File: config.mk
export PLATFORM = sky130hd
export DESIGN_NAME = rv_core
export DESIGN_NICKNAME = d
export VERILOG_FILES = /design/src/hdl/rv_isa_pkg.sv /design/src/hdl/core_pkg.sv /design/src/hdl/stage_if.sv /design/src/hdl/decode_stage.sv /design/src/hdl/execute_stage.sv /design/src/hdl/pipe_reg.sv /design/src/hdl/reg_file.sv /design/src/hdl/rv_core.sv
export SDC_FILE = /design/constraint.sdc
export NUM_CORES = 2
export LEC_CHECK = 0
export BUFFER_PORTS_ARGS = -buffer_cell sky130_fd_sc_hd__clkbuf_2
export CORE_MARGIN = 4
export CORE_UTILIZATION = 43
export CTS_CLUSTER_DIAMETER = 60
export DETAILED_ROUTE_END_ITERATION = 10
export PLACE_DENSITY_LB_ADDON = 0.12
export SYNTH_ARGS = -nofsm -noshare
export SYNTH_HDL_FRONTEND = slang
export SYNTH_SLANG_ARGS = --single-unit
File: constraint.sdc
create_clock -name clock -period 21.5 [get_ports clock]
set_input_delay 1.075 -clock clock [delete_from_list [all_inputs] [get_ports clock]]
set_output_delay 1.075 -clock clock [all_outputs]
set_load 0.01 [all_outputs]
File: src/hdl/rv_isa_pkg.sv
package rv_isa_pkg;

	// major opcodes of the supported subset.
	localparam logic [6:0] opcode_lui      = 7'b0110111;
	localparam logic [6:0] opcode_auipc    = 7'b0010111;
	localparam logic [6:0] opcode_jal      = 7'b1101111;
	localparam logic [6:0] opcode_jalr     = 7'b1100111;
	localparam logic [6:0] opcode_branch   = 7'b1100011;
	localparam logic [6:0] opcode_load     = 7'b0000011;
	localparam logic [6:0] opcode_store    = 7'b0100011;
	localparam logic [6:0] opcode_op_imm   = 7'b0010011;
	localparam logic [6:0] opcode_op       = 7'b0110011;
	localparam logic [6:0] opcode_system   = 7'b1110011; // ecall, mret and csr.
	localparam logic [6:0] opcode_misc_mem = 7'b0001111; // fence.i.

	// what execute does with an instruction.
	typedef enum logic [2:0] {
		op_lui,
		op_auipc,
		op_jal,
		op_jalr,
		op_beq,
		op_addi,
		op_add,
		op_unsupported
	} op_class_e;

	// encoding format, selects the immediate layout.
	typedef enum logic [2:0] {
		fmt_r,
		fmt_i,
		fmt_s,
		fmt_b,
		fmt_u,
		fmt_j
	} format_e;

endpackage

File: src/hdl/core_pkg.sv
package core_pkg;

	localparam int xlen          = 32;
	localparam int reg_addr_bits = 5;

	// operation handed from decode to execute.
	typedef struct packed {
		logic [xlen-1:0]          pc;
		rv_isa_pkg::op_class_e    op_class;
		logic [2:0]               funct3;
		logic [reg_addr_bits-1:0] rd;
		logic                     wen;
		logic [xlen-1:0]          op1; // rs1 value after forwarding.
		logic [xlen-1:0]          op2; // rs2 value after forwarding.
		logic [xlen-1:0]          imm;
	} decoded_op_t;

	// result leaving through the retire port.
	typedef struct packed {
		logic [xlen-1:0]          pc;
		logic [reg_addr_bits-1:0] rd;
		logic                     wen;
		logic [xlen-1:0]          value;
		logic                     unsupported;
	} retire_t;

endpackage

File: src/hdl/stage_if.sv
`timescale 1ns/1ps

interface stage_if #(
	parameter type payload_t = logic
);
	logic     valid;
	logic     ready;
	payload_t payload;

	modport sender (
		output valid,
		output payload,
		input  ready
	);

	modport receiver (
		input  valid,
		input  payload,
		output ready
	);
endinterface

File: src/hdl/decode_stage.sv
`timescale 1ns/1ps

module decode_stage (
	input  logic                               clock,
	input  logic                               reset,
	input  logic                               inst_valid,
	input  logic [core_pkg::xlen-1:0]          inst,
	input  logic [core_pkg::xlen-1:0]          inst_pc,
	output logic                               inst_ready,
	output logic [core_pkg::reg_addr_bits-1:0] rs1,
	output logic [core_pkg::reg_addr_bits-1:0] rs2,
	input  logic [core_pkg::xlen-1:0]          rdata1,
	input  logic [core_pkg::xlen-1:0]          rdata2,
	input  logic                               wb_valid,
	input  logic [core_pkg::reg_addr_bits-1:0] wb_rd,
	input  logic [core_pkg::xlen-1:0]          wb_value,
	input  logic                               flush,
	stage_if.sender                            out
);

	logic [6:0]                         opcode;
	logic [2:0]                         funct3;
	logic [6:0]                         funct7;
	logic [core_pkg::reg_addr_bits-1:0] rd;
	rv_isa_pkg::op_class_e              op_class;
	rv_isa_pkg::format_e                fmt;
	logic [core_pkg::xlen-1:0]          imm;
	logic                               wen;
	logic                               need_rs1;
	logic                               need_rs2;
	logic                               hazard;
	core_pkg::decoded_op_t              dec_op;

	stage_if #(.payload_t(core_pkg::decoded_op_t)) dec_in ();

	assign opcode = inst[6:0];
	assign rd     = inst[11:7];
	assign funct3 = inst[14:12];
	assign rs1    = inst[19:15];
	assign rs2    = inst[24:20];
	assign funct7 = inst[31:25];

	always_comb begin
		op_class = rv_isa_pkg::op_unsupported;
		fmt      = rv_isa_pkg::fmt_r;
		case (opcode)
			rv_isa_pkg::opcode_lui: begin
				op_class = rv_isa_pkg::op_lui;
				fmt      = rv_isa_pkg::fmt_u;
			end
			rv_isa_pkg::opcode_auipc: begin
				op_class = rv_isa_pkg::op_auipc;
				fmt      = rv_isa_pkg::fmt_u;
			end
			rv_isa_pkg::opcode_jal: begin
				op_class = rv_isa_pkg::op_jal;
				fmt      = rv_isa_pkg::fmt_j;
			end
			rv_isa_pkg::opcode_jalr: begin
				if (funct3 == 3'b000) op_class = rv_isa_pkg::op_jalr;
				fmt = rv_isa_pkg::fmt_i;
			end
			rv_isa_pkg::opcode_branch: begin
				if (funct3 == 3'b000) op_class = rv_isa_pkg::op_beq; // other branches unsupported.
				fmt = rv_isa_pkg::fmt_b;
			end
			rv_isa_pkg::opcode_op_imm: begin
				if (funct3 == 3'b000) op_class = rv_isa_pkg::op_addi;
				fmt = rv_isa_pkg::fmt_i;
			end
			rv_isa_pkg::opcode_op: begin
				if (funct3 == 3'b000 && funct7 == 7'b0000000) op_class = rv_isa_pkg::op_add;
				fmt = rv_isa_pkg::fmt_r;
			end
			rv_isa_pkg::opcode_store: fmt = rv_isa_pkg::fmt_s;
			rv_isa_pkg::opcode_load,
			rv_isa_pkg::opcode_system,
			rv_isa_pkg::opcode_misc_mem: fmt = rv_isa_pkg::fmt_i;
			default: ;
		endcase
	end

	// sign-extended immediate per format.
	always_comb begin
		case (fmt)
			rv_isa_pkg::fmt_i: imm = {{20{inst[31]}}, inst[31:20]};
			rv_isa_pkg::fmt_s: imm = {{20{inst[31]}}, inst[31:25], inst[11:7]};
			rv_isa_pkg::fmt_b: imm = {{19{inst[31]}}, inst[31], inst[7], inst[30:25], inst[11:8], 1'b0};
			rv_isa_pkg::fmt_u: imm = {inst[31:12], 12'b0};
			rv_isa_pkg::fmt_j: imm = {{11{inst[31]}}, inst[31], inst[19:12], inst[20], inst[30:21], 1'b0};
			default:           imm = '0;
		endcase
	end

	assign wen = (fmt == rv_isa_pkg::fmt_r || fmt == rv_isa_pkg::fmt_i ||
		fmt == rv_isa_pkg::fmt_u || fmt == rv_isa_pkg::fmt_j) &&
		op_class != rv_isa_pkg::op_unsupported && rd != '0; // x0 writes are dropped.

	assign need_rs2 = op_class == rv_isa_pkg::op_beq || op_class == rv_isa_pkg::op_add;
	assign need_rs1 = need_rs2 || op_class == rv_isa_pkg::op_jalr ||
		op_class == rv_isa_pkg::op_addi;

	// the op still in the decode register has no value yet.
	assign hazard = out.valid && out.payload.wen &&
		((need_rs1 && rs1 != '0 && out.payload.rd == rs1) ||
		(need_rs2 && rs2 != '0 && out.payload.rd == rs2));

	always_comb begin
		dec_op          = '0;
		dec_op.pc       = inst_pc;
		dec_op.op_class = op_class;
		dec_op.funct3   = funct3;
		dec_op.rd       = rd;
		dec_op.wen      = wen;
		dec_op.imm      = imm;
		dec_op.op1      = (wb_valid && rs1 != '0 && wb_rd == rs1) ? wb_value : rdata1;
		dec_op.op2      = (wb_valid && rs2 != '0 && wb_rd == rs2) ? wb_value : rdata2;
	end

	assign dec_in.valid   = inst_valid & ~hazard & ~flush;
	assign dec_in.payload = dec_op;
	assign inst_ready     = dec_in.ready & ~hazard & ~flush; // no wrong-path accept.

	pipe_reg #(.payload_t(core_pkg::decoded_op_t)) u_dec_reg (
		.clock (clock),
		.reset (reset),
		.flush (flush),
		.in    (dec_in),
		.out   (out)
	);

endmodule

File: src/hdl/execute_stage.sv
`timescale 1ns/1ps

module execute_stage (
	input  logic                               clock,
	input  logic                               reset,
	stage_if.receiver                          in,
	output logic                               redirect_valid,
	output logic [core_pkg::xlen-1:0]          redirect_pc,
	output logic                               wb_valid,
	output logic [core_pkg::reg_addr_bits-1:0] wb_rd,
	output logic [core_pkg::xlen-1:0]          wb_value,
	output logic                               reg_we,
	output logic                               retire_valid,
	input  logic                               retire_ready,
	output logic [core_pkg::xlen-1:0]          retire_pc,
	output logic [core_pkg::reg_addr_bits-1:0] retire_rd,
	output logic                               retire_wen,
	output logic [core_pkg::xlen-1:0]          retire_value,
	output logic                               retire_unsupported
);

	core_pkg::decoded_op_t     op;
	core_pkg::retire_t         res;
	logic [core_pkg::xlen-1:0] value;
	logic [core_pkg::xlen-1:0] target;
	logic                      taken;

	stage_if #(.payload_t(core_pkg::retire_t)) ex_res ();
	stage_if #(.payload_t(core_pkg::retire_t)) retire_q ();

	assign op = in.payload;

	always_comb begin
		case (op.op_class)
			rv_isa_pkg::op_lui:   value = op.imm;
			rv_isa_pkg::op_auipc: value = op.pc + op.imm;
			rv_isa_pkg::op_addi:  value = op.op1 + op.imm;
			rv_isa_pkg::op_add:   value = op.op1 + op.op2;
			rv_isa_pkg::op_jal,
			rv_isa_pkg::op_jalr:  value = op.pc + 32'd4; // link address.
			default:              value = '0;
		endcase
	end

	assign target = (op.op_class == rv_isa_pkg::op_jalr) ?
		((op.op1 + op.imm) & ~32'd1) : (op.pc + op.imm);
	assign taken = op.op_class == rv_isa_pkg::op_jal || op.op_class == rv_isa_pkg::op_jalr ||
		(op.op_class == rv_isa_pkg::op_beq && op.op1 == op.op2); // not-taken prediction.

	always_comb begin
		res.pc          = op.pc;
		res.rd          = op.rd;
		res.wen         = op.wen;
		res.value       = value;
		res.unsupported = op.op_class == rv_isa_pkg::op_unsupported;
	end

	assign ex_res.valid   = in.valid;
	assign ex_res.payload = res;
	assign in.ready       = ex_res.ready;

	assign redirect_valid = in.valid & in.ready & taken;
	assign redirect_pc    = target;

	pipe_reg #(.payload_t(core_pkg::retire_t)) u_retire_reg (
		.clock (clock),
		.reset (reset),
		.flush (1'b0),
		.in    (ex_res),
		.out   (retire_q)
	);

	assign retire_q.ready     = retire_ready;
	assign retire_valid       = retire_q.valid;
	assign retire_pc          = retire_q.payload.pc;
	assign retire_rd          = retire_q.payload.rd;
	assign retire_wen         = retire_q.payload.wen;
	assign retire_value       = retire_q.payload.value;
	assign retire_unsupported = retire_q.payload.unsupported;

	// pending write, forwarded to decode until it lands.
	assign wb_valid = retire_q.valid & retire_q.payload.wen;
	assign wb_rd    = retire_q.payload.rd;
	assign wb_value = retire_q.payload.value;
	assign reg_we   = wb_valid & retire_ready;

endmodule

File: src/hdl/pipe_reg.sv
`timescale 1ns/1ps

module pipe_reg #(
	parameter type payload_t = logic
) (
	input  logic     clock,
	input  logic     reset,
	input  logic     flush,
	stage_if.receiver in,
	stage_if.sender   out
);

	logic     valid_q;
	payload_t data_q;

	// take a new entry when empty or when the current one leaves.
	assign in.ready = ~valid_q | out.ready;

	always_ff @(posedge clock) begin
		if (reset || flush) begin
			valid_q <= 1'b0;
		end else if (in.ready) begin
			valid_q <= in.valid;
		end
	end

	always_ff @(posedge clock) begin
		if (in.valid && in.ready) begin
			data_q <= in.payload;
		end
	end

	assign out.valid   = valid_q;
	assign out.payload = data_q;

endmodule

File: src/hdl/reg_file.sv
`timescale 1ns/1ps

module reg_file (
	input  logic                               clock,
	input  logic                               reset,
	input  logic [core_pkg::reg_addr_bits-1:0] rs1,
	input  logic [core_pkg::reg_addr_bits-1:0] rs2,
	output logic [core_pkg::xlen-1:0]          rdata1,
	output logic [core_pkg::xlen-1:0]          rdata2,
	input  logic                               we,
	input  logic [core_pkg::reg_addr_bits-1:0] waddr,
	input  logic [core_pkg::xlen-1:0]          wdata
);

	logic [core_pkg::xlen-1:0] regs [1:31]; // x0 has no storage.

	always_ff @(posedge clock) begin
		if (reset) begin
			for (int i = 1; i < 32; i++) begin
				regs[i] <= '0;
			end
		end else if (we && waddr != '0) begin
			regs[waddr] <= wdata;
		end
	end

	assign rdata1 = (rs1 == '0) ? '0 : regs[rs1];
	assign rdata2 = (rs2 == '0) ? '0 : regs[rs2];

endmodule

File: src/hdl/rv_core.sv
`timescale 1ns/1ps

module rv_core (
	input  logic                               clock,
	input  logic                               reset,
	input  logic                               inst_valid,
	input  logic [core_pkg::xlen-1:0]          inst,
	input  logic [core_pkg::xlen-1:0]          inst_pc,
	output logic                               inst_ready,
	output logic                               redirect_valid,
	output logic [core_pkg::xlen-1:0]          redirect_pc,
	output logic                               retire_valid,
	input  logic                               retire_ready,
	output logic [core_pkg::xlen-1:0]          retire_pc,
	output logic [core_pkg::reg_addr_bits-1:0] retire_rd,
	output logic                               retire_wen,
	output logic [core_pkg::xlen-1:0]          retire_value,
	output logic                               retire_unsupported
);

	logic [core_pkg::reg_addr_bits-1:0] rs1;
	logic [core_pkg::reg_addr_bits-1:0] rs2;
	logic [core_pkg::xlen-1:0]          rdata1;
	logic [core_pkg::xlen-1:0]          rdata2;
	logic                               wb_valid;
	logic [core_pkg::reg_addr_bits-1:0] wb_rd;
	logic [core_pkg::xlen-1:0]          wb_value;
	logic                               reg_we;

	stage_if #(.payload_t(core_pkg::decoded_op_t)) dec_to_ex ();

	decode_stage u_decode (
		.clock      (clock),
		.reset      (reset),
		.inst_valid (inst_valid),
		.inst       (inst),
		.inst_pc    (inst_pc),
		.inst_ready (inst_ready),
		.rs1        (rs1),
		.rs2        (rs2),
		.rdata1     (rdata1),
		.rdata2     (rdata2),
		.wb_valid   (wb_valid),
		.wb_rd      (wb_rd),
		.wb_value   (wb_value),
		.flush      (redirect_valid), // drop the op behind a taken branch.
		.out        (dec_to_ex)
	);

	reg_file u_reg_file (
		.clock  (clock),
		.reset  (reset),
		.rs1    (rs1),
		.rs2    (rs2),
		.rdata1 (rdata1),
		.rdata2 (rdata2),
		.we     (reg_we),
		.waddr  (retire_rd),
		.wdata  (retire_value)
	);

	execute_stage u_execute (
		.clock              (clock),
		.reset              (reset),
		.in                 (dec_to_ex),
		.redirect_valid     (redirect_valid),
		.redirect_pc        (redirect_pc),
		.wb_valid           (wb_valid),
		.wb_rd              (wb_rd),
		.wb_value           (wb_value),
		.reg_we             (reg_we),
		.retire_valid       (retire_valid),
		.retire_ready       (retire_ready),
		.retire_pc          (retire_pc),
		.retire_rd          (retire_rd),
		.retire_wen         (retire_wen),
		.retire_value       (retire_value),
		.retire_unsupported (retire_unsupported)
	);

endmodule

* Word level (Yosys, flattened, before mapping)
Memories as Yosys holds them, arrays and structs flattened.
Index checks and enable logic that the tools add are counted.
** Cells by class
- Add/sub/neg operators :: 4
- Equality and inequality tests :: 33
- Mux-type cells :: 21
- Bitwise operators :: 14
- Reductions and logical operators :: 41
** Operators with widths (count)
- case mux 32 bit (5 select lines) :: 2
- 2-to-1 mux 32 bit :: 6
- adder 32 bit :: 3
- adder 32 x 3 -> 32 bit, second input constant :: 1
- equality test 32 bit :: 1
- OR reduction 32 bit :: 1
- equality test 7 bit, second input constant :: 4
- equality test 3 bit, second input constant :: 9
- equality test 7 x 6 -> 1 bit, second input constant :: 3
- case mux 3 bit (7 select lines) :: 1
- equality test 5 bit :: 4
- nonzero test 5 bit :: 4
- logical AND 1 bit :: 17
- equality test 3 x 2 -> 1 bit, second input constant :: 5
- case mux 3 bit (5 select lines) :: 1
- equality test 7 x 5 -> 1 bit, second input constant :: 2
- logical NOT 5 bit :: 2
- logical OR 1 bit :: 10
- logical NOT 3 bit :: 3
- bitwise AND 1 bit :: 8
- equality test 7 x 2 -> 1 bit, second input constant :: 1
- equality test 7 x 4 -> 1 bit, second input constant :: 1
- logical NOT 7 bit :: 1
- 2-to-1 mux 1 bit :: 7
- other kinds (9) :: 16
** Word-level totals
- Flip-flop bits (word level) :: 210
- Memory bits (writable) :: 992
- Input bits :: 68
- Output and inout port bits :: 106
- Logic and storage cells :: 128
- Memories kept :: 1
** Memories
- u_reg_file.regs :: words 31, width 32, rd ports 2, clocked after Yosys merged registers in 0, write ports 31, RTL line reg_file.sv:15 : logic [core_pkg::xlen-1:0] regs [1:31];

* Depth between registers and ports, before layout
- Depth in word-level cells :: 16
- Mapped depth :: 12
- Gate-level depth less buffers :: 12

* Hierarchy
A second synthesis with hierarchy kept.
** Second synthesis, totals
- Cells, all modules :: 5357
- Area total of the unflattened synthesis :: 70692.8 µm²
** Modules (own cells, without submodules)
- reg_file :: times used 1, cells each 3765, area an instance 54631.1 µm², sequential area each 30749.5 µm²
- execute_stage :: times used 1, cells each 1146, area an instance 7619.8 µm², sequential area each 0.0 µm²
- pipe_reg (u_decode.u_dec_reg) :: times used 1, cells each 145, area an instance 4261.6 µm², sequential area each 4224.1 µm²
- pipe_reg (u_execute.u_retire_reg) :: times used 1, cells each 76, area an instance 2189.6 µm², sequential area each 2152.1 µm²
- decode_stage :: times used 1, cells each 225, area an instance 1990.7 µm², sequential area each 0.0 µm²

* Least setup slack after synthesis
OpenSTA, ideal clock, no wires.
- Kind :: input -> register
- From :: input retire_ready
- To :: register u_decode.u_dec_reg.data_q (netlist bit u_decode.u_dec_reg.out.payload[0]) (enable)
- Setup time :: 869 ps
- Arrival time :: 6784 ps
- Required time :: 20631 ps
- Setup slack :: 13847 ps
- Stages :: 4
- Path buffers :: 0
- Cells stage by stage :: nor2b_1 nor2b_1 o21ai_0 and3_1
** Between the ends
- Longest elaborated chain between the ends :: 6
- Elaborated cells between the ends (all ways) :: 7
- Those cells by class :: 6 x bitwise; 1 x reduce/logical
** RTL lines
- start, declared :: RTL line rv_core.sv:13 : input logic retire_ready,
- bitwise OR 1 bit (*) :: RTL line pipe_reg.sv:17 : assign in.ready = ~valid_q | out.ready;
- bitwise AND 1 bit (2 in series) :: RTL line execute_stage.sv:62 : assign redirect_valid = in.valid & in.ready & taken;
- NOT 1 bit :: RTL line decode_stage.sv:120 : assign dec_in.valid = inst_valid & ~hazard & ~flush;
- bitwise AND 1 bit :: RTL line decode_stage.sv:120
- logical AND 1 bit (*) :: RTL line pipe_reg.sv:28 : if (in.valid && in.ready) begin
- end signal, assigned :: RTL line pipe_reg.sv:29 : data_q <= in.payload;
- end, declared :: RTL line pipe_reg.sv:14 : payload_t data_q;
Every way passes the cells marked *; elsewhere a longest branch is shown, timed or not.
A chain may end at the register's enable or synchronous reset.

* Final worst setup path
- From :: register u_decode.u_dec_reg.data_q (netlist bit u_decode.u_dec_reg.out.payload[110])
- To :: output redirect_pc[31] (netlist bit)
** Between the ends
- Longest elaborated chain between the ends :: 2
** RTL lines
- adder 32 bit :: RTL line execute_stage.sv:46 : ((op.op1 + op.imm) & ~32'd1) : (op.pc + op.imm);
- 2-to-1 mux 32 bit :: RTL line execute_stage.sv:45 : assign target = (op.op_class == rv_isa_pkg::op_jalr) ?
- end, declared :: RTL line rv_core.sv:11 : output logic [core_pkg::xlen-1:0] redirect_pc,
Every way passes these cells.

==> results.toml <==
[synthesis]
synth_most_common_cell = "edfxtp_1"
ys_warn_count = 0
ys_top_cells_by_count = "edfxtp_1, and2_1, mux4_2"
ys_types = 74
syn_area_mm2 = 0.06849
synth_edf_count = 1232
yosys-top-cells-area = "edfxtp_1, mux4_2, and2_1, mux2i_1, clkbuf_1"
synth_top_area_share = 0.5402
yosys.area.top_type = "edfxtp_1"
synth-seq-area-share = 0.5408
synth_ff_type = "edfxtp_1"
avgSynthCellArea_um2 = 14.30
ys_ff_latch = 1234
synthArstFlopShare = 0
syn_inst = 4788

[floorplanning]
start_util = 0.4324
die_area_mm2 = 0.1657
fp.coreArea_mm2 = 0.1584
ioPinCount = 174
rows = 146
die_w_um = 407.1
die_y_um = 407.1

[min_path]
hp-class = "in -> reg"

[sta]
hold_viol = 0
tns_ns = 0
worst-slew-pin-transition_ns = 1.356
final_max_slew_viol_count = 0
rsz0062_at_grt = "false"
post-route-period-util = 0.2670
period_minus_slack_ns = 5.741
fmax_mhz = 174.2
slew_headroom = 0.09632
hold-worst-slack_ns = 0.4579
setup_viol = 0
finClkSkew_ns = 0.04379
finalWorstSetupSlack_ns = 15.76

[global_routing]
use_met3 = 0.06380
top_usage_layer = "met2"
use_met2 = 0.5067
grt_pass1_wl_um = 359100
grt_use_met1 = 0.4154
grt_pass1_vias = 44740
grt_use_total = 0.3136
grt_antenna_before_repair = 27
grt_overflow_total = 0
grt_max_degree = 97

[power_and_ir_drop]
power_switching_mw = 1.668
p_leak_nw = 27.89
seq_power_share = 0.464
pwr-share-comb = 0.133
ir_drop_mv = 0.08306
p_clk_frac = 0.403
internal_power_mw = 4.452
p_sw_frac = 0.2726
power_density_mw_per_mm2 = 79.89

[detailed_routing]
vias_per_cell = 6.434
first_iter_violations = 6257
final_antenna_net_count = 0
wl_per_cell_um = 36.86
vias = 45410
drcViolationCount = 0
totalWireLength_um = 260200
first_pass_iters = 6

[critical_path]
path_class = "reg -> out"
end_kind = "primary output"
path_max_fanout = 6
arrival_ns = 4.67
required_ns = 20.43
start_kind = "register"

[finish]
finalNetCount = 5020
layout-drive-gt1-share = 0.2406
layout.cells.non_filler = 7058
syn2layout_area_growth_pct = 11.85

[clock_tree]
post_cts_resize_count = 0
cts_max_path_buffers = 3
post_cts_buffers = 0
cts_sinks = 1234
htree_levels = 4
cts_inserted_buffers = 150
root_buffer = "clkbuf_16"
clk_transition_reported_paths_ns = 0.05
clk-insertion-delay-late_ns = 0.80
cts_hold_buf = 0
cts_tree = "built"

[place]
dp.cells = 6775
gp_congestion = 0.8955
io_buffer_count = 173
dp_slack_ns = 16.18
post-dp-hpwl_um = 158600

[job]
cap_violations = 0

[run_status]
status = "complete, no violations"
## critical path, cell delays in order, from the launching register on
cell	delay (ns)
edfxtp_1	0.49
ha_1	0.39
o21ai_0	0.12
o21ai_0	0.35
a21oi_1	0.22
o211a_1	0.28
o31ai_1	0.51
a21oi_1	0.30
o31ai_1	0.50
xor2_1	0.26
mux2i_1	0.12
xnor2_1	0.17
clkbuf_2	0.15
## logic make-up (layout without fill, tap and decap cells)
| logic type | count (synthesis) | after routing | synth area share |
|---|---|---|---|
| xor gates and xnor gates | 131 | 131 | 0.01675 |
| buffers and inverters | 460 | 616 | 0.02585 |
| DFF | 1234 | 1234 | 0.5408 |
| other | 1 | 43 | 0.00005475 |
| adders and majority gates | 97 | 97 | 0.01805 |
| muxes | 731 | 731 | 0.2134 |
| AOI/OAI and AO/OA | 558 | 558 | 0.05303 |
| and+or+nand+nor | 1576 | 1576 | 0.1321 |
## registers in the layout, indices dropped and copies added, names as in the netlist
register,cells
u_reg_file.regs,1024
u_execute.u_retire_reg.out.payload,71
u_execute.u_retire_reg.out.valid,1
u_decode.u_dec_reg.out.valid,1
u_decode.u_dec_reg.out.payload,137
## metal layers
metal	share of wire	routed length (um)
met5	0.00021	54
met4	0.045	11810
met3	0.094	24380
met2	0.48	123800
met1	0.38	100100
## final timing paths
| check | slack, ns | to | startpoint | cells after the start |
|---|---|---|---|---|
| worst min-delay path | 0.46 | u_decode.u_dec_reg.out.payload[116] | inst_pc[8] | 1 |
| worst max register to register | 17.01 | u_decode.u_dec_reg.out.payload[61] | u_decode.u_dec_reg.out.payload[92] | 7 |
| worst min register to register | 0.47 | u_execute.u_retire_reg.out.payload[33] | u_decode.u_dec_reg.out.payload[96] | 0 |
| worst max-delay path | 15.76 | redirect_pc[31] | u_decode.u_dec_reg.out.payload[110] | 12 |
## through the flow
stage	instance area, um^2	power [mW]	util
2_1_floorplan	68600	3.360	-
3_3_place_gp	71840	3.686	0.4536
3_5_place_dp	71870	3.690	0.4538
4_1_cts	76570	6.139	0.4835
5_1_grt	76570	6.299	0.4835
6_report	76600	6.120	0.4837
## cell usage in the layout (no fill, tap or decap), types with 42 or more instances in the layout
master | Yosys | routed
mux4_2 | 583 | 583
nand3_1 | 53 | 53
xnor2_1 | 87 | 87
a21o_1 | 61 | 61
nand2_1 | 190 | 190
ha_1 | 94 | 94
nor2_1 | 117 | 84
mux2i_1 | 146 | 146
buf_4 | 0 | 139
xor2_1 | 44 | 44
edfxtp_1 | 1232 | 1232
o21ai_0 | 138 | 137
and2_1 | 1011 | 1011
a211oi_1 | 42 | 42
clkbuf_2 | 1 | 163
clkbuf_16 | 0 | 153
a21oi_1 | 133 | 133
## power by group through the flow
| stage | Sequential, mW | Clock (mW) | Combinational [mW] |
|---|---|---|---|
| final | 2.84 | 2.47 | 0.813 |
| after global routing | 2.84 | 2.60 | 0.857 |
| after CTS | 2.84 | 2.50 | 0.808 |
| after detailed placement | 2.88 | 0 | 0.805 |
| after global placement | 2.88 | 0 | 0.803 |
| after floorplan | 2.84 | 0 | 0.523 |
## area by class of cell
cell class                 instances  area, um^2
sequential                      1234       37040
antenna                           11       27.53
multi-input combinational       3125       30090
inverter                          31       116.4
clock buffer                     188        3960
tap                             2072        2592
clock inverter                    84       745.7
timing repair buffer             313        2037
fill                           13520       81780
Note: power is estimated with default switching activity, not from simulation.
